File: src/hw/ex_pkg.sv
// Shared types for the execute stage and writeback register file
// ALU operator, vector mode and compare reduction enums
// Vector word union, multiplier controls, issue, forward and writeback structs

`default_nettype none

package ex_pkg;

  //////////////////////////////////////////////////
  // Operator and mode encodings
  //////////////////////////////////////////////////

  // ALU operators
  typedef enum logic [4:0] {
    ALU_ADD,
    ALU_SUB,
    ALU_AND,
    ALU_OR,
    ALU_XOR,
    ALU_SLL,
    ALU_SRL,
    ALU_SRA,
    ALU_SLT,
    ALU_SLTU,
    ALU_EQ,
    ALU_NE,
    ALU_LT,
    ALU_LTU,
    ALU_GE,
    ALU_GEU,
    ALU_MIN,
    ALU_MINU,
    ALU_MAX,
    ALU_MAXU
  } ex_alu_op_e;

  // Operand split: one word, two halfwords or four bytes
  typedef enum logic [1:0] {
    VEC_W = 2'b00,
    VEC_H = 2'b01,
    VEC_B = 2'b10
  } ex_vec_mode_e;

  // Reduction of per-lane compare bits into the branch flag
  typedef enum logic [1:0] {
    CMP_FULL = 2'b00,
    CMP_ANY  = 2'b01,
    CMP_ALL  = 2'b10
  } ex_cmp_mode_e;

  //////////////////////////////////////////////////
  // Data and control bundles
  //////////////////////////////////////////////////

  // One operand word, read as word, halfwords or bytes
  typedef union packed {
    logic [31:0]      w;
    logic [1:0][15:0] h;
    logic [3:0][7:0]  b;
  } ex_word_u;

  // Multiplier controls
  typedef struct packed {
    logic       en;
    logic       mac_en;
    // Bit 0 signs A, bit 1 signs B
    logic [1:0] signed_mode;
    // Bit 0 picks high half of A, bit 1 high half of B
    logic [1:0] sel_subword;
  } ex_mult_cfg_t;

  // Execute inputs of one instruction
  typedef struct packed {
    ex_alu_op_e   alu_op;
    ex_vec_mode_e vec_mode;
    ex_cmp_mode_e cmp_mode;
    ex_word_u     op_a;
    ex_word_u     op_b;
    ex_word_u     op_c;
    ex_mult_cfg_t mult;
    logic         fwd_we;
    logic [4:0]   fwd_addr;
    logic         wb_we;
    logic [4:0]   wb_addr;
    logic         csr_access;
    logic [31:0]  csr_rdata;
  } ex_issue_t;

  // Same-cycle forward write port
  typedef struct packed {
    logic        we;
    logic [4:0]  addr;
    logic [31:0] data;
  } ex_fwd_t;

  // Pass-through writeback port, filled later with load data
  typedef struct packed {
    logic       we;
    logic [4:0] addr;
  } ex_wb_t;

endpackage

`default_nettype wire

File: src/hw/ex_wb_regfile.sv
// 32-entry register file behind the execute stage
// Forward write port and writeback write port, forward wins on conflict
// One combinational read port, register 0 reads zero

`default_nettype none

module ex_wb_regfile
  import ex_pkg::*;
(
  input  logic        clk,
  input  logic        rst_n,

  // Write ports
  input  ex_fwd_t     fwd_i,
  input  ex_wb_t      wb_i,
  input  logic [31:0] wb_rdata_i,
  output logic        wb_ready_o,

  // Read port
  input  logic [4:0]  raddr_i,
  output logic [31:0] rdata_o
);

  // Register storage, cleared so every register reads 0 after reset
  logic [31:0] regs [32];

  //////////////////////////////////////////////////
  // Write ports
  //////////////////////////////////////////////////

  always_ff @(posedge clk or negedge rst_n)
  begin
    if (!rst_n)
    begin
      for (int i = 0; i < 32; i++)
      begin
        regs[i] <= '0;
      end
    end
    else
    begin
      // Load data first
      if (wb_i.we && (wb_i.addr != 5'd0))
      begin
        regs[wb_i.addr] <= wb_rdata_i;
      end
      // Forward write last, so it wins a same-register conflict
      if (fwd_i.we && (fwd_i.addr != 5'd0))
      begin
        regs[fwd_i.addr] <= fwd_i.data;
      end
    end
  end

  // Writeback never stalls here
  assign wb_ready_o = 1'b1;

  // Combinational read, x0 hardwired to zero
  assign rdata_o = (raddr_i == 5'd0) ? 32'd0 : regs[raddr_i];

endmodule

`default_nettype wire

File: config.mk
export PLATFORM = sky130hd
export DESIGN_NAME = ex_wb_regfile
export DESIGN_NICKNAME = d
export VERILOG_FILES = /design/src/hw/ex_pkg.sv /design/src/hw/ex_wb_regfile.sv
export SDC_FILE = /design/constraint.sdc
export NUM_CORES = 2
export LEC_CHECK = 0
export BUFFER_PORTS_ARGS = -buffer_cell sky130_fd_sc_hd__buf_4
export CELL_PAD_IN_SITES_DETAIL_PLACEMENT = 1
export CELL_PAD_IN_SITES_GLOBAL_PLACEMENT = 2
export CORE_ASPECT_RATIO = 0.8
export CORE_UTILIZATION = 42
export CTS_CLUSTER_SIZE = 14
export DETAILED_ROUTE_END_ITERATION = 12
export GPL_ROUTABILITY_DRIVEN = 0
export PLACE_DENSITY_LB_ADDON = 0.1
export SETUP_SLACK_MARGIN = 0.02
export SYNTH_ARGS = -nofsm -noshare
export SYNTH_HDL_FRONTEND = slang
export SYNTH_SLANG_ARGS = --single-unit
File: constraint.sdc
create_clock -name clk -period 3.6 [get_ports clk]
set_input_delay 0.9 -clock clk [delete_from_list [all_inputs] [get_ports clk]]
set_output_delay 0.9 -clock clk [all_outputs]
set_load 0.01 [all_outputs]
# Word level (Yosys, flattened, before mapping)
# Index checks and enable logic that the tools add are counted.
[totals] output_inout_bits=33 n_memories=0 word_cells=59 latch_bits=0 inputBits=83 ff_bits=1024 mem_bits_ro=0 mem_bits_rw=0
[op_classes] mul=0 bitwise_logic=3 div=0 shift=0 order_cmp=5 eq_ne=0 reduce_logical=7 mux=12 add_sub_neg=0
[ops] operator="$bwmux 1024" n=2
[ops] operator="$mux 1024" n=2
[ops] operator="$demux 32 s5" n=2
[ops] operator="$bmux 32 s5" n=1
[ops] operator="$mux 32" n=5
[ops] operator="$ge 6x6->1 const B" n=3
[ops] operator="$not 5->6" n=3
[ops] operator="$lt 6x1->1 const B" n=2
[ops] operator="$reduce_bool 5->1" n=2
[ops] operator="$logic_not 5->1" n=1
[ops] operator="$logic_and 1x1->1" n=4

# Logic depth before layout (Yosys ltp)
[logic_depth] depth_word=9 mapped_depth=8 depth_no_buf=4

# Worst setup path after synthesis
# OpenSTA, ideal clock, no wires.
[synth_timing] path_kind="input to output" from="input raddr_i[2]" to="output rdata_o[21]" t_required_ns=2.700 cell_stages=7 slack_ns=0.321 arrival_ns=2.379 path_buffers=3 path_cell_list="buf_4 or3b_2 buf_2 buf_4 o221ai_1 a21oi_1 a211oi_1"
[synth_between] elab_chain_cells=5 word_cells_on_any_way=6 cone_classes="mux: 4; bitwise: 1; reduce/logical: 1"
[synth_rtl] element="start: declaration" line_no="ex_wb_regfile.sv:20" source="input logic [4:0] raddr_i,"
[synth_rtl] element="$not 5->6 (not written as such)" line_no="ex_wb_regfile.sv:59" source="assign rdata_o = (raddr_i == 5'd0) ? 32'd0 : regs[raddr_i];"
[synth_rtl] element="$bmux 32 s5" line_no="ex_wb_regfile.sv:59"
[synth_rtl] element="$mux 32 (not written as such) (2 in a row)" line_no="ex_wb_regfile.sv:59"
[synth_rtl] element="$mux 32 *" line_no="ex_wb_regfile.sv:59"
[synth_rtl] element="end: declaration" line_no="ex_wb_regfile.sv:21" source="output logic [31:0] rdata_o"
# Mark *: on every way between the ends. The rest lies on a longest branch, timed or not. The select of a mux whose other input is x is not followed.

# Final worst setup path
[layout_timing] from="input raddr_i[0]" to="output rdata_o[15]"
# Same word-level chain as after synthesis.

==> summary.md <==
| Metric | Value |
|---|---|
| Post-Synth Adder-Cell Area | `0%` |
| Setup WS pre-CTS | `-0.863 ns` |
| H-tree Lvls | `3` |
| Port Buffers | `114` |
| Ys async rst share | `100%` |
| Status | `finished, violations left` |
| Layout cells sized above 1 | `18.7%` |
| Final hold vios | `0` |
| Post-synthesis simple-gate area fraction | `8.68%` |
| Max-cap violation count | `0` |
| Final core utilization | `50.4%` |
| CTS root buf | `clkbuf_16` |
| XOR/XNOR Fraction of Synth Area | `0%` |
| Fmax | `260 MHz` |
| Number of nets in the layout | `5,499` |
| Gr usage total | `36.5%` |
| Row Count | `119` |
| Longest Clk Path Bufs | `3` |
| Routed WL | `246 mm` |
| DP HPWL | `140 mm` |
| Relative slew slack | `19.9%` |
| Comb power frac | `22.2%` |
| WS Path Type | `in -> out` |
| Slowest stage delay, CP | `0.43 ns` |
| Setup Skew | `0 ns` |
| Crit path buffers/inverters | `8` |
| Crit Path Max Fanout | `8` |
| Max reg flops | `1,024` |
| CTS buffer count | `113` |
| Core area | `131,000 sq um` |
| Vias in the first global route | `45,802` |
| Final WS setup | `-0.240 ns` |
| Initial Util | `42.3%` |
| Setup crit start kind | `input port` |
| Die area | `134,000 sq um` |
| VDD IR-drop max | `458 uV` |
| Iter 0 DRT Violations | `4,377` |
| Critical Path AT | `2.94 ns` |
| Clk pwr share | `33.5%` |
| Net Sw Frac | `30.7%` |
| Seq pwr share | `44.2%` |
| Final Setup Violations | `32` |
| Post-CTS Hold Buffers | `0` |
| Largest net degree at the start of global routing | `121` |
| Top reg by flops | `regs` |
| Combinational family with the most area after synthesis | `multiplexers` |
| Remaining DRCs | `0` |
| Area growth syn-to-layout | `19.0%` |
| Top flop regs | `regs: 1024 flops` |
| CP Capture Type | `primary output` |
| CTS tree | `yes` |
| Final ANT Viol Nets | `0` |
| Filler Cell Count | `13,888` |
| Sink Count | `1,024` |
| Antenna violations before repair | `18` |
| Via count | `45,404` |
| Reg-to-reg critical path startpoint | `regs[287]` |
| Final Critical Period | `3.84 ns` |
| Compound-Gate Fraction of Synth Area | `11.9%` |
| Yosys reg bits | `1,024` |
| Yosys warning count | `0` |
| Cell area after synthesis | `55,700 sq um` |
| CP max-delay cell | `a211oi_2` |
| Leakage power | `0.0292 uW` |
| Failing checks | `negative setup slack` |
| I/O Pins | `116` |
| Post-Syn Instances | `5,471` |
| P_int | `25,600 uW` |
| WP depth | `12` |
| DIE HEIGHT | `328 um` |
| P per Cell Area | `556 nW/um^2` |
| Worst-path clk slew | `0.06 ns` |
| Fin. max-slew vios | `0` |
| Slew @ Worst Pin | `1.20 ns` |
| R2r worst-path depth | `2` |
| Ys flop type | `dfrtp_1` |
| Crit-path leading delay family | `buffers and inverters` |
| Sw Pwr | `11,300 uW` |
| Crit-path cells | `buf_16 -> buf_16 -> buf_12 -> nor2b_4 -> buf_6 -> buf_12 -> buf_12 -> a22oi_2 -> nand4_1 -> a211oi_2 -> buf_4 -> buf_6` |
| RSZ-0062 raised after global routing | `true` |
| First-pass GRT wire length | `351 mm` |
| Detailed Routing Iterations Pass 1 | `5` |
| Hold slack | `0.0708 ns` |
| Synthesized area per cell | `10.2 sq um` |
| Die Wd | `409 um` |
| Critical path launch point | `raddr_i[0]` |
| HP Class | `in -> async` |
| Post-synth EDFFs | `0` |
| Crit-path most repeated cell | `buf_12` |
| Worst EP required | `2.70 ns` |
| Wire per inst | `33.8 um` |
| Gr ovfl total | `0` |
| Synth unique cells | `46` |
| Mux contribution to synthesized area | `28.0%` |
| Worst-Skew Late Latency | `0.75 ns` |
| Register area share after synthesis | `46.0%` |
| Vias per std cell | `6.24` |
| Syn Nets | `5,554` |
| Final worst-path cycle share | `107%` |
==> metal layers <==
layer	vias up	track usage, %	part of all wire [%]
met3	415	5.23	6.2
met4	2	12.1	3.6
met5	-	0	0.0053
li1	19224	-	-
met2	1733	56.0	45
met1	24030	53.0	45
==> path summary, 6_finish.rpt <==
path | endpoint | slack, ns
worst max-delay path | rdata_o[15] | -0.24
worst max register to register | regs[287] | 2.78
worst min-delay path | regs[186] | 0.07
worst min register to register | regs[1019] | 0.38
max in group asynchronous | regs[1004] | 2.29
min in group clk | regs[1019] | 0.38
==> per-stage QoR <==
step / cell area (sq um) / setup TNS [ns] / power [uW] / std cells
floorplan: 55700 / 0 / 20900 / 5471
global placement: 59700 / -13.19 / 23400 / 6993
detailed placement: 59700 / -13.39 / 23800 / 6993
CTS: 65900 / -4.42 / 36800 / 7255
global route: 66200 / -5.89 / 38400 / 7272
finish: 66200 / -5.24 / 36900 / 7273
==> cells by family (layout without fill, tap and decap cells) <==
logic type             after synthesis  count (layout)
multiplexers                      1393            1393
AO/OA/AOI/OAI                     1207            1207
AND/OR/NAND/NOR                   1197            1197
flip-flops                        1024            1024
buffers and inverters              649             689
other                                1               9
==> cell usage in the layout (no fill, tap or decap), drive strengths merged, types with 5 or more instances in the layout <==
cell type | synthesis | routed
a2bb2oi | 17 | 17
dfrtp | 1024 | 1024
nor3 | 5 | 5
o221ai | 64 | 64
clkinv | 0 | 21
a221oi | 32 | 32
a21oi | 641 | 641
clkbuf | 462 | 173
a211oi | 32 | 32
inv | 1 | 6
o21ai | 382 | 382
a22oi | 32 | 32
mux2i | 1233 | 1233
buf | 186 | 475
nor2 | 637 | 637
nand4 | 34 | 34
nand2 | 476 | 476
nand3 | 5 | 5
diode | 0 | 8
mux2 | 32 | 32
nor2b | 9 | 9
mux4 | 128 | 128
o211ai | 5 | 5
bufinv | 0 | 9
==> Yosys cell counts (5+ instances only) <==
master / n / share of area [%]
nand3_1: 5 / 0.045
clkbuf_2: 6 / 0.054
buf_1: 11 / 0.074
a2bb2oi_1: 17 / 0.27
nand4_1: 33 / 0.37
mux2_2: 32 / 0.65
a22oi_1: 32 / 0.43
a21oi_1: 641 / 5.8
buf_6: 19 / 0.38
mux4_2: 128 / 5.2
o21ai_0: 379 / 3.4
o221ai_1: 64 / 1.0
mux2i_1: 1233 / 22
a211oi_1: 32 / 0.43
nor2_1: 619 / 4.2
nand2_1: 476 / 3.2
nor2b_1: 9 / 0.10
buf_4: 77 / 1.0
nor2_2: 18 / 0.20
a221oi_1: 32 / 0.50
clkbuf_1: 456 / 3.1
dfrtp_1: 1024 / 46
buf_2: 79 / 0.71
o211ai_1: 5 / 0.067
==> cell type report <==
cell class                      instances  area, sq um  area share [%]
Clock inverter                         37          457           0.689
Tap cell                             1754         2190            3.31
Timing Repair Buffer                  478         5700            8.61
Inverter                                1         3.75         0.00567
Antenna cell                            8         20.0          0.0302
Sequential cell                      1024        25600            38.7
Multi-Input combinational cell       3798        28900            43.6
Clock buffer                          173         3380            5.11
==> power groups by stage <==
stage	clock network [uW]	registers, uW	logic (uW)
CTS	12500	16200	8080
global route	12900	16600	8940
floorplan	0	15700	5150
detailed placement	0	16400	7420
global placement	0	16300	7140
finish	12400	16300	8190
==> what timing repair did <==
item,CTS,global route
endpoints found under the setup margin,32,32
pin swaps,84,67
resized for setup,313,51
hold endpoints to repair,0,0
cloned,12,0
buffers inserted,59,17
Note: power is estimated with default switching activity, not from simulation.
