==> src/hw/ex_pkg.sv <==
// Shared types for the execute stage and writeback register file
// ALU operator, vector mode and compare reduction enums
// Vector word union, multiplier controls, issue, forward and writeback structs

`default_nettype none

package ex_pkg;

  //////////////////////////////////////////////////
  // Operator and mode encodings
  //////////////////////////////////////////////////

  // ALU operators
  typedef enum logic [4:0] {
    ALU_ADD,
    ALU_SUB,
    ALU_AND,
    ALU_OR,
    ALU_XOR,
    ALU_SLL,
    ALU_SRL,
    ALU_SRA,
    ALU_SLT,
    ALU_SLTU,
    ALU_EQ,
    ALU_NE,
    ALU_LT,
    ALU_LTU,
    ALU_GE,
    ALU_GEU,
    ALU_MIN,
    ALU_MINU,
    ALU_MAX,
    ALU_MAXU
  } ex_alu_op_e;

  // Operand split: one word, two halfwords or four bytes
  typedef enum logic [1:0] {
    VEC_W = 2'b00,
    VEC_H = 2'b01,
    VEC_B = 2'b10
  } ex_vec_mode_e;

  // Reduction of per-lane compare bits into the branch flag
  typedef enum logic [1:0] {
    CMP_FULL = 2'b00,
    CMP_ANY  = 2'b01,
    CMP_ALL  = 2'b10
  } ex_cmp_mode_e;

  //////////////////////////////////////////////////
  // Data and control bundles
  //////////////////////////////////////////////////

  // One operand word, read as word, halfwords or bytes
  typedef union packed {
    logic [31:0]      w;
    logic [1:0][15:0] h;
    logic [3:0][7:0]  b;
  } ex_word_u;

  // Multiplier controls
  typedef struct packed {
    logic       en;
    logic       mac_en;
    // Bit 0 signs A, bit 1 signs B
    logic [1:0] signed_mode;
    // Bit 0 picks high half of A, bit 1 high half of B
    logic [1:0] sel_subword;
  } ex_mult_cfg_t;

  // Execute inputs of one instruction
  typedef struct packed {
    ex_alu_op_e   alu_op;
    ex_vec_mode_e vec_mode;
    ex_cmp_mode_e cmp_mode;
    ex_word_u     op_a;
    ex_word_u     op_b;
    ex_word_u     op_c;
    ex_mult_cfg_t mult;
    logic         fwd_we;
    logic [4:0]   fwd_addr;
    logic         wb_we;
    logic [4:0]   wb_addr;
    logic         csr_access;
    logic [31:0]  csr_rdata;
  } ex_issue_t;

  // Same-cycle forward write port
  typedef struct packed {
    logic        we;
    logic [4:0]  addr;
    logic [31:0] data;
  } ex_fwd_t;

  // Pass-through writeback port, filled later with load data
  typedef struct packed {
    logic       we;
    logic [4:0] addr;
  } ex_wb_t;

endpackage

`default_nettype wire

==> src/hw/ex_alu.sv <==
// Combinational ALU with word, halfword and byte lanes
// Add/sub, logic, shifts, compares, min/max per lane
// Branch flag from reduced lane compare bits

`default_nettype none

module ex_alu
  import ex_pkg::*;
(
  input  ex_alu_op_e   operator_i,
  input  ex_word_u     operand_a_i,
  input  ex_word_u     operand_b_i,
  input  ex_vec_mode_e vec_mode_i,
  input  ex_cmp_mode_e cmp_mode_i,
  output ex_word_u     result_o,
  output logic         flag_o
);

  // Per-lane compare bits and the lanes active in this mode
  logic [3:0] lane_flag;
  logic [3:0] lane_en;

  //////////////////////////////////////////////////
  // Single lane datapath
  //////////////////////////////////////////////////

  // Operands arrive zero extended to 32 bits, lw is the lane width
  // Returns the compare bit on top of the masked lane result
  function automatic logic [32:0] lane_calc(
    input ex_alu_op_e  op,
    input logic [31:0] a,
    input logic [31:0] b,
    input logic [5:0]  lw
  );
    logic [31:0] mask;
    logic [31:0] a_sx;
    logic [31:0] b_sx;
    logic [5:0]  lw_m1;
    logic [4:0]  shamt;
    logic        lt_s;
    logic        lt_u;
    logic        cmp;
    logic [31:0] res;
    mask  = (lw == 6'd32) ? 32'hffff_ffff : ((32'd1 << lw) - 32'd1);
    // Sign extension from the lane's top bit
    a_sx  = $signed(a << (6'd32 - lw)) >>> (6'd32 - lw);
    b_sx  = $signed(b << (6'd32 - lw)) >>> (6'd32 - lw);
    // Shift amount limited to the lane width
    lw_m1 = lw - 6'd1;
    shamt = b[4:0] & lw_m1[4:0];
    lt_s  = $signed(a_sx) < $signed(b_sx);
    lt_u  = a < b;
    cmp   = 1'b0;
    res   = '0;
    case (op)
      ALU_ADD:  res = a + b;
      ALU_SUB:  res = a - b;
      ALU_AND:  res = a & b;
      ALU_OR:   res = a | b;
      ALU_XOR:  res = a ^ b;
      ALU_SLL:  res = a << shamt;
      ALU_SRL:  res = a >> shamt;
      ALU_SRA:  res = $signed(a_sx) >>> shamt;
      // Compares give all ones or all zeros per lane
      ALU_SLT,
      ALU_LT:   cmp = lt_s;
      ALU_SLTU,
      ALU_LTU:  cmp = lt_u;
      ALU_EQ:   cmp = (a == b);
      ALU_NE:   cmp = (a != b);
      ALU_GE:   cmp = ~lt_s;
      ALU_GEU:  cmp = ~lt_u;
      ALU_MIN:  res = lt_s ? a : b;
      ALU_MINU: res = lt_u ? a : b;
      ALU_MAX:  res = lt_s ? b : a;
      ALU_MAXU: res = lt_u ? b : a;
      default:  res = '0;
    endcase
    if (cmp)
    begin
      res = '1;
    end
    return {cmp, res & mask};
  endfunction

  //////////////////////////////////////////////////
  // Lane split
  //////////////////////////////////////////////////

  always_comb
  begin : alu_lanes
    logic [32:0] lane_out;
    result_o  = '0;
    lane_flag = '0;
    lane_en   = '0;
    case (vec_mode_i)
      VEC_H:
      begin
        // Two halfwords, no carry between them
        for (int i = 0; i < 2; i++)
        begin
          lane_out = lane_calc(operator_i, {16'b0, operand_a_i.h[i]},
                               {16'b0, operand_b_i.h[i]}, 6'd16);
          result_o.h[i] = lane_out[15:0];
          lane_flag[i]  = lane_out[32];
          lane_en[i]    = 1'b1;
        end
      end
      VEC_B:
      begin
        for (int i = 0; i < 4; i++)
        begin
          lane_out = lane_calc(operator_i, {24'b0, operand_a_i.b[i]},
                               {24'b0, operand_b_i.b[i]}, 6'd8);
          result_o.b[i] = lane_out[7:0];
          lane_flag[i]  = lane_out[32];
          lane_en[i]    = 1'b1;
        end
      end
      default:
      begin
        // Full 32-bit word
        lane_out     = lane_calc(operator_i, operand_a_i.w, operand_b_i.w, 6'd32);
        result_o.w   = lane_out[31:0];
        lane_flag[0] = lane_out[32];
        lane_en[0]   = 1'b1;
      end
    endcase
  end

  // Flag reduction over active lanes only
  always_comb
  begin
    case (cmp_mode_i)
      CMP_ANY: flag_o = |(lane_flag & lane_en);
      CMP_ALL: flag_o = &(lane_flag | ~lane_en);
      default: flag_o = lane_flag[0];
    endcase
  end

  // Operator must be driven whenever the ALU output is consumed
  always_comb
  begin
    assert #0 (!$isunknown(operator_i))
      else $error("ex_alu: operator_i is unknown");
  end

endmodule

`default_nettype wire

==> src/hw/ex_mult.sv <==
// Combinational multiplier
// Word products, halfword products with signed modes and subword select
// Optional accumulate with operand C

`default_nettype none

module ex_mult
  import ex_pkg::*;
(
  input  ex_mult_cfg_t cfg_i,
  input  ex_vec_mode_e vec_mode_i,
  input  ex_word_u     op_a_i,
  input  ex_word_u     op_b_i,
  input  ex_word_u     mac_i,
  output ex_word_u     result_o
);

  // Halfword operands after subword select
  logic [15:0] half_a;
  logic [15:0] half_b;

  // Halfwords extended to 32 bits per signed mode
  logic [31:0] ext_a;
  logic [31:0] ext_b;

  // Candidate products
  logic [31:0] prod_w;
  logic [31:0] prod_h;
  logic [31:0] prod;

  //////////////////////////////////////////////////
  // Operand preparation
  //////////////////////////////////////////////////

  // Subword select picks the high or low half of each operand
  assign half_a = cfg_i.sel_subword[0] ? op_a_i.h[1] : op_a_i.h[0];
  assign half_b = cfg_i.sel_subword[1] ? op_b_i.h[1] : op_b_i.h[0];

  // Sign or zero extension
  assign ext_a = cfg_i.signed_mode[0] ? {{16{half_a[15]}}, half_a} : {16'b0, half_a};
  assign ext_b = cfg_i.signed_mode[1] ? {{16{half_b[15]}}, half_b} : {16'b0, half_b};

  //////////////////////////////////////////////////
  // Products
  //////////////////////////////////////////////////

  // Low word of A*B is the same for signed and unsigned inputs
  assign prod_w = op_a_i.w * op_b_i.w;

  // 16x16 product fits in 32 bits once extended
  assign prod_h = ext_a * ext_b;

  // Byte mode has no multiplier path, word path is reused
  assign prod = (vec_mode_i == VEC_H) ? prod_h : prod_w;

  // Accumulate and enable
  always_comb
  begin
    if (!cfg_i.en)
    begin
      result_o.w = '0;
    end
    else if (cfg_i.mac_en)
    begin
      result_o.w = prod + mac_i.w;
    end
    else
    begin
      result_o.w = prod;
    end
  end

  // Byte-lane multiply is not supported by decode
  always_comb
  begin
    assert #0 (!(cfg_i.en === 1'b1 && vec_mode_i === VEC_B))
      else $error("ex_mult: multiply enabled in byte vector mode");
  end

endmodule

`default_nettype wire

==> src/hw/ex_stage.sv <==
// Execute stage with ALU and multiplier
// Forward result select, branch outputs, stall control
// EX/WB pipeline register for the pass-through write port

`default_nettype none

module ex_stage
  import ex_pkg::*;
(
  input  logic        clk,
  input  logic        rst_n,

  // Issue bundle from decode
  input  ex_issue_t   issue_i,
  input  logic        issue_valid_i,

  // Stall sources
  input  logic        lsu_ready_i,
  input  logic        wb_ready_i,
  output logic        ex_ready_o,

  // Same-cycle forward and registered writeback
  output ex_fwd_t     fwd_o,
  output ex_wb_t      wb_o,

  // Branch outputs
  output logic        branch_decision_o,
  output logic [31:0] jump_target_o
);

  // Datapath results
  ex_word_u alu_result;
  logic     alu_flag;
  ex_word_u mult_result;

  // Issue taken this cycle
  logic     accept;

  //////////////////////////////////////////////////
  // Stall control
  //////////////////////////////////////////////////

  assign ex_ready_o = lsu_ready_i & wb_ready_i;
  assign accept     = issue_valid_i & ex_ready_o;

  //////////////////////////////////////////////////
  // ALU and multiplier
  //////////////////////////////////////////////////

  ex_alu alu_i (
    .operator_i  (issue_i.alu_op),
    .operand_a_i (issue_i.op_a),
    .operand_b_i (issue_i.op_b),
    .vec_mode_i  (issue_i.vec_mode),
    .cmp_mode_i  (issue_i.cmp_mode),
    .result_o    (alu_result),
    .flag_o      (alu_flag)
  );

  // Operand C doubles as the accumulator input
  ex_mult mult_i (
    .cfg_i      (issue_i.mult),
    .vec_mode_i (issue_i.vec_mode),
    .op_a_i     (issue_i.op_a),
    .op_b_i     (issue_i.op_b),
    .mac_i      (issue_i.op_c),
    .result_o   (mult_result)
  );

  //////////////////////////////////////////////////
  // Forward port
  //////////////////////////////////////////////////

  // CSR data over multiplier over ALU
  always_comb
  begin
    fwd_o.we   = issue_i.fwd_we & accept;
    fwd_o.addr = issue_i.fwd_addr;
    if (issue_i.csr_access)
    begin
      fwd_o.data = issue_i.csr_rdata;
    end
    else if (issue_i.mult.en)
    begin
      fwd_o.data = mult_result.w;
    end
    else
    begin
      fwd_o.data = alu_result.w;
    end
  end

  // Branch taken when the reduced flag is set
  assign branch_decision_o = alu_flag;
  assign jump_target_o     = issue_i.op_c.w;

  //////////////////////////////////////////////////
  // EX/WB pipeline register
  //////////////////////////////////////////////////

  always_ff @(posedge clk or negedge rst_n)
  begin
    if (!rst_n)
    begin
      wb_o <= '0;
    end
    else if (accept)
    begin
      wb_o.we   <= issue_i.wb_we;
      wb_o.addr <= issue_i.wb_addr;
    end
    else if (wb_ready_i)
    begin
      // Nothing new arrives so the slot is flushed
      wb_o.we <= 1'b0;
    end
  end

  // A stalled issue stays valid and unchanged until it is taken
  issue_hold_until_accept : assert property (
    @(posedge clk) disable iff (!rst_n)
    (issue_valid_i && !ex_ready_o) |=> (issue_valid_i && $stable(issue_i))
  ) else $error("ex_stage: issue_i changed or dropped while stalled");

endmodule

`default_nettype wire

==> config.mk <==
export PLATFORM = sky130hd
export DESIGN_NAME = ex_stage
export DESIGN_NICKNAME = d
export VERILOG_FILES = /design/src/hw/ex_pkg.sv /design/src/hw/ex_alu.sv /design/src/hw/ex_mult.sv /design/src/hw/ex_stage.sv
export SDC_FILE = /design/constraint.sdc
export NUM_CORES = 2
export LEC_CHECK = 0
export BUFFER_PORTS_ARGS = -buffer_cell sky130_fd_sc_hd__buf_2
export CORE_MARGIN = 2
export CORE_UTILIZATION = 45
export CTS_BUF_LIST = sky130_fd_sc_hd__clkbuf_16
export CTS_CLUSTER_DIAMETER = 80
export DETAILED_ROUTE_END_ITERATION = 7
export PLACE_DENSITY = 0.64
export SLEW_MARGIN = 10
export SYNTH_ARGS = -nofsm -noshare
export SYNTH_HDL_FRONTEND = slang
export SYNTH_SLANG_ARGS = --single-unit
export TNS_END_PERCENT = 50
==> constraint.sdc <==
create_clock -name clk -period 19.1 [get_ports clk]
set_input_delay 3.82 -clock clk [delete_from_list [all_inputs] [get_ports clk]]
set_output_delay 3.82 -clock clk [all_outputs]
set_load 0.005 [all_outputs]
# Word-level counts from Yosys, hierarchy flattened
# Index checks and enable logic that the tools add are counted.
# op_classes
addsub,15
multipliers,2
order_cmp,14
eq_ne,37
shifts,21
n_mux,73
n_bitwise,41
reduce_logical,7
# op_table
operator,count
case mux 16 bit (12 select lines),2
case mux 32 bit (12 select lines),1
case mux 8 bit (12 select lines),4
2-to-1 mux 32 bit,11
2-to-1 mux 16 bit,12
2-to-1 mux 8 bit,20
adder 32 bit,2
less-than comparator 16 bit,4
less-than comparator 32 bit,2
less-than comparator 8 bit,8
multiplier 32 x 32 -> 32 bit,2
case mux 32 bit (2 select lines),1
case mux 1 bit (6 select lines),7
"== test 5 x 4 -> 1 bit, second input constant",8
adder 16 bit,2
adder 8 bit,4
AND 16 bit,2
AND 32 bit,1
AND 8 bit,4
== test 16 bit,2
== test 32 bit,1
== test 8 bit,4
inequality test 16 bit,2
inequality test 32 bit,1
other kinds (38),103
# totals
reg_bits,6
input_bits,161
out_inout_bits,78
wordCells,212

# Longest topological paths before layout
# depth
word_depth,8
depth_mapped,43
ltp_nobuf,38

# Hierarchy
# Synthesis repeated with hierarchy kept, for this count alone.
# unflattened
cells_unflattened,6198
hier_area_um2,49077.1
# modules_own_cells
mod,instances,cells_each,area_each_um2,seq_area_each_um2
ex_mult,1,3470,30555.6,0.0
ex_alu,1,2568,17286.6,0.0
ex_stage,1,160,1234.9,150.1

# Worst setup path after synthesis
# OpenSTA, ideal clock, no wires.
# synth_path
path_type,input to output
start,in issue_i[85] in the netlist's numbering
end,out fwd_o[31] in the netlist's numbering
t_arrival_ns,13.276
required_ns,15.280
path_slack_ns,2.004
path_stages,39
n_path_buf,6
cell_sequence,clkbuf_1 clkbuf_1 buf_1 buf_1 clkbuf_1 mux2i_1 nand2b_1 inv_1 fa_1 fa_1 fa_1 inv_1 fa_1 inv_1 fa_1 inv_1 fa_1 inv_1 [... 3 more ...] clkbuf_1 nand2_1 o21ai_0 nor3b_1 a2111oi_0 nor3_1 o21ai_0 xor2_1 mux2_2 ha_1 and2_1 o21ai_0 nand2b_1 a211o_1 o21a_1 nor3_1 xnor2_1 o2bb2ai_1
# synth_rtl
item,line_no,rtl
from (decl),ex_stage.sv:14,"input ex_issue_t issue_i,"
to (decl),ex_stage.sv:23,"output ex_fwd_t fwd_o,"

==> results.tsv <==
metric	value	unit
drv_slew	0	
num_io_pins	239	
crit_arrival	14.46	ns
tightest_slew	1.46	ns
syn-num-nets	7387	
htreeDepth	1	
area_delta_synth_final	6.21	%
fin_setup_tns	0	ns
io_buffers	228	
cts.path.max_buffers	2	
outcome	complete, but fails checks	
worstSetupEndpointType	output port	
ant_nets	0	
root_buffer	clkbuf_16	
fin_crit	18.28	ns
grt_overflow_total	0	
wire_per_inst	35.8	microns
top_usage_layer	met2	
postSynth.asyncResetShare	1.00	
yosysTopAreaCell	fa_1	
hold_class	reg -> reg	
core.rowCount	118	
maxSlewHeadroom	0.0253	
synth_edf_count	0	
syn-instance-count	6085	
nNetsFinal	7391	
clock.fmax	54.7	MHz
antenna_found_initial	41	
via_per_inst	6.67	
violations	design-rule violations	
vias	50000	
grt_pass1_wl	373000	microns
drt-initial-drc-count	7094	
gp_congestion	1.13	
syn_area	47100	sq um
numCtsBuffers	3	
cpMostUsedCell	fa_1	
rrSetupSlack	18.35	ns
ys_ff_latch	6	
worstSkewPairLatency	0.23	ns
cap_viol_max_count	0	
die_area	107000	sq um
utilization	0.482	
finalSetupViolCount	0	
path_class	in -> out	
ys.warnings.count	0	
cp_num_buf_inv	5	
postCtsResizedCells	0	
crit_end	fwd_o[31]	
design_area	50000	sq um
grt_util_met2	0.702	
ys_seq_area_frac	0.00319	
avgSynthCellArea	7.73	sq um
cts_setup_buffers	0	
ctsHoldBuffers	0	
hold_viol_final	0	
path_delay_family	adder cells	
die_h	327	microns
firstDrtPassIters	8	
worst_setup_path_start_kind	input port	
grt_use_met3	0.197	
coreArea	104000	sq um
timing.rr.start	wb_o[1]$_DFFE_PN0P_	
yosys.cell_count.top_type	inv_1	
max_stage_delay	0.78	ns
drc	1	
synth_cell_type_count	90	
critPathLaunch	issue_i[45]	
clk_pin_slew	0.03	ns
grt_pass1_vias	48500	
cts_tree	built	
ys_top_cells_by_area	fa_1, ha_1, inv_1	
globalRouteMet1Util	0.618	
regMostFlops	wb_o	
crit_fanout	45	
place_area	49800	sq um
drive_gt1_frac	0.105	
worstPathRequired	15.28	ns
fin_skew	0	ns
grt_use_total	0.492	
top_regs	wb_o: 6 flops	
drt-total-wl	269000	microns
rsz0062_at_grt	no	
ys.flop_type	dfrtp_1	
fin_crit_sh	0.957	
cts_sinks	6	
r2r_end	wb_o[1]$_DFFE_PN0P_	
reg2reg_depth	1	
synth.top_cell.area_share	0.325	
hpwl	213000	microns
netlist_top_cells_count	inv_1, fa_1, nor2_1, nand2_1, ha_1	
cp_num_cells	32	
grt_max_degree	46	
start_util	0.454	
die_w	327	microns
largest_reg_flops	6	
cp_slowest_cell	fa_1	
-- per-stage QoR --
stage               hold slack (ns)  worst slack, ns  cells
floorplan                     0.487             2.00   6085
global placement              0.486            0.941   7464
detailed placement            0.494            0.926   7464
CTS                           0.503            0.958   7467
global route                  0.516            0.344   7474
finish                        0.498            0.817   7491
-- placed cells by master (no fill, tap or decap), drive strengths merged, types with 64 or more instances in the layout --
master    n
a211oi   64
a21o     73
a21oi   343
buf     458
fa      763
ha      378
inv     849
mux2i   141
nand2   674
nor2    741
nor3     78
o21ai   279
xnor2   166
-- kinds of logic (layout without fill, tap and decap cells) --
family | Yosys count | count (layout) | synth area share
simple gates | 1791 | 1791 | 0.161
compound gates | 1360 | 1360 | 0.193
buf+inv | 1322 | 1324 | 0.109
fa+ha+maj | 1141 | 1141 | 0.425
mux | 243 | 243 | 0.0671
xor+xnor | 222 | 222 | 0.0416
flops | 6 | 6 | 0.00319
other cells | 0 | 24 | 0
-- worst min-delay path by stage --
stage                                   start                   to  slack (ns)  cells after the start
after floorplan           wb_o[5]$_DFFE_PN0P_  wb_o[5]$_DFFE_PN0P_        0.49                      1
after global placement    wb_o[3]$_DFFE_PN0P_  wb_o[3]$_DFFE_PN0P_        0.49                      1
after detailed placement  wb_o[5]$_DFFE_PN0P_  wb_o[5]$_DFFE_PN0P_        0.49                      1
after CTS                 wb_o[2]$_DFFE_PN0P_  wb_o[2]$_DFFE_PN0P_        0.50                      1
after global routing      wb_o[5]$_DFFE_PN0P_  wb_o[5]$_DFFE_PN0P_        0.52                      1
final                     wb_o[3]$_DFFE_PN0P_  wb_o[3]$_DFFE_PN0P_        0.50                      1
-- cell type report --
class,instances,area [sq um]
multi-input combinational,4757,41900
inverter,863,3240
fill,10500,53700
tap,1380,1730
clock buffer,3,75.1
antenna,24,60.1
sequential,6,150
timing repair buffer,458,2870
-- per-layer routing --
| layer | vias up | wire length (microns) | part of all wire |
|---|---|---|---|
| met3 | 1053 | 39700 | 0.15 |
| met5 | - | 182 | 0.00068 |
| li1 | 20200 | - | - |
| met2 | 3931 | 108000 | 0.40 |
| met1 | 24700 | 98700 | 0.37 |
| met4 | 28 | 21800 | 0.081 |
Power is not shown: default switching activity piles up to over one toggle a cycle in this logic, so the estimate is an artifact.
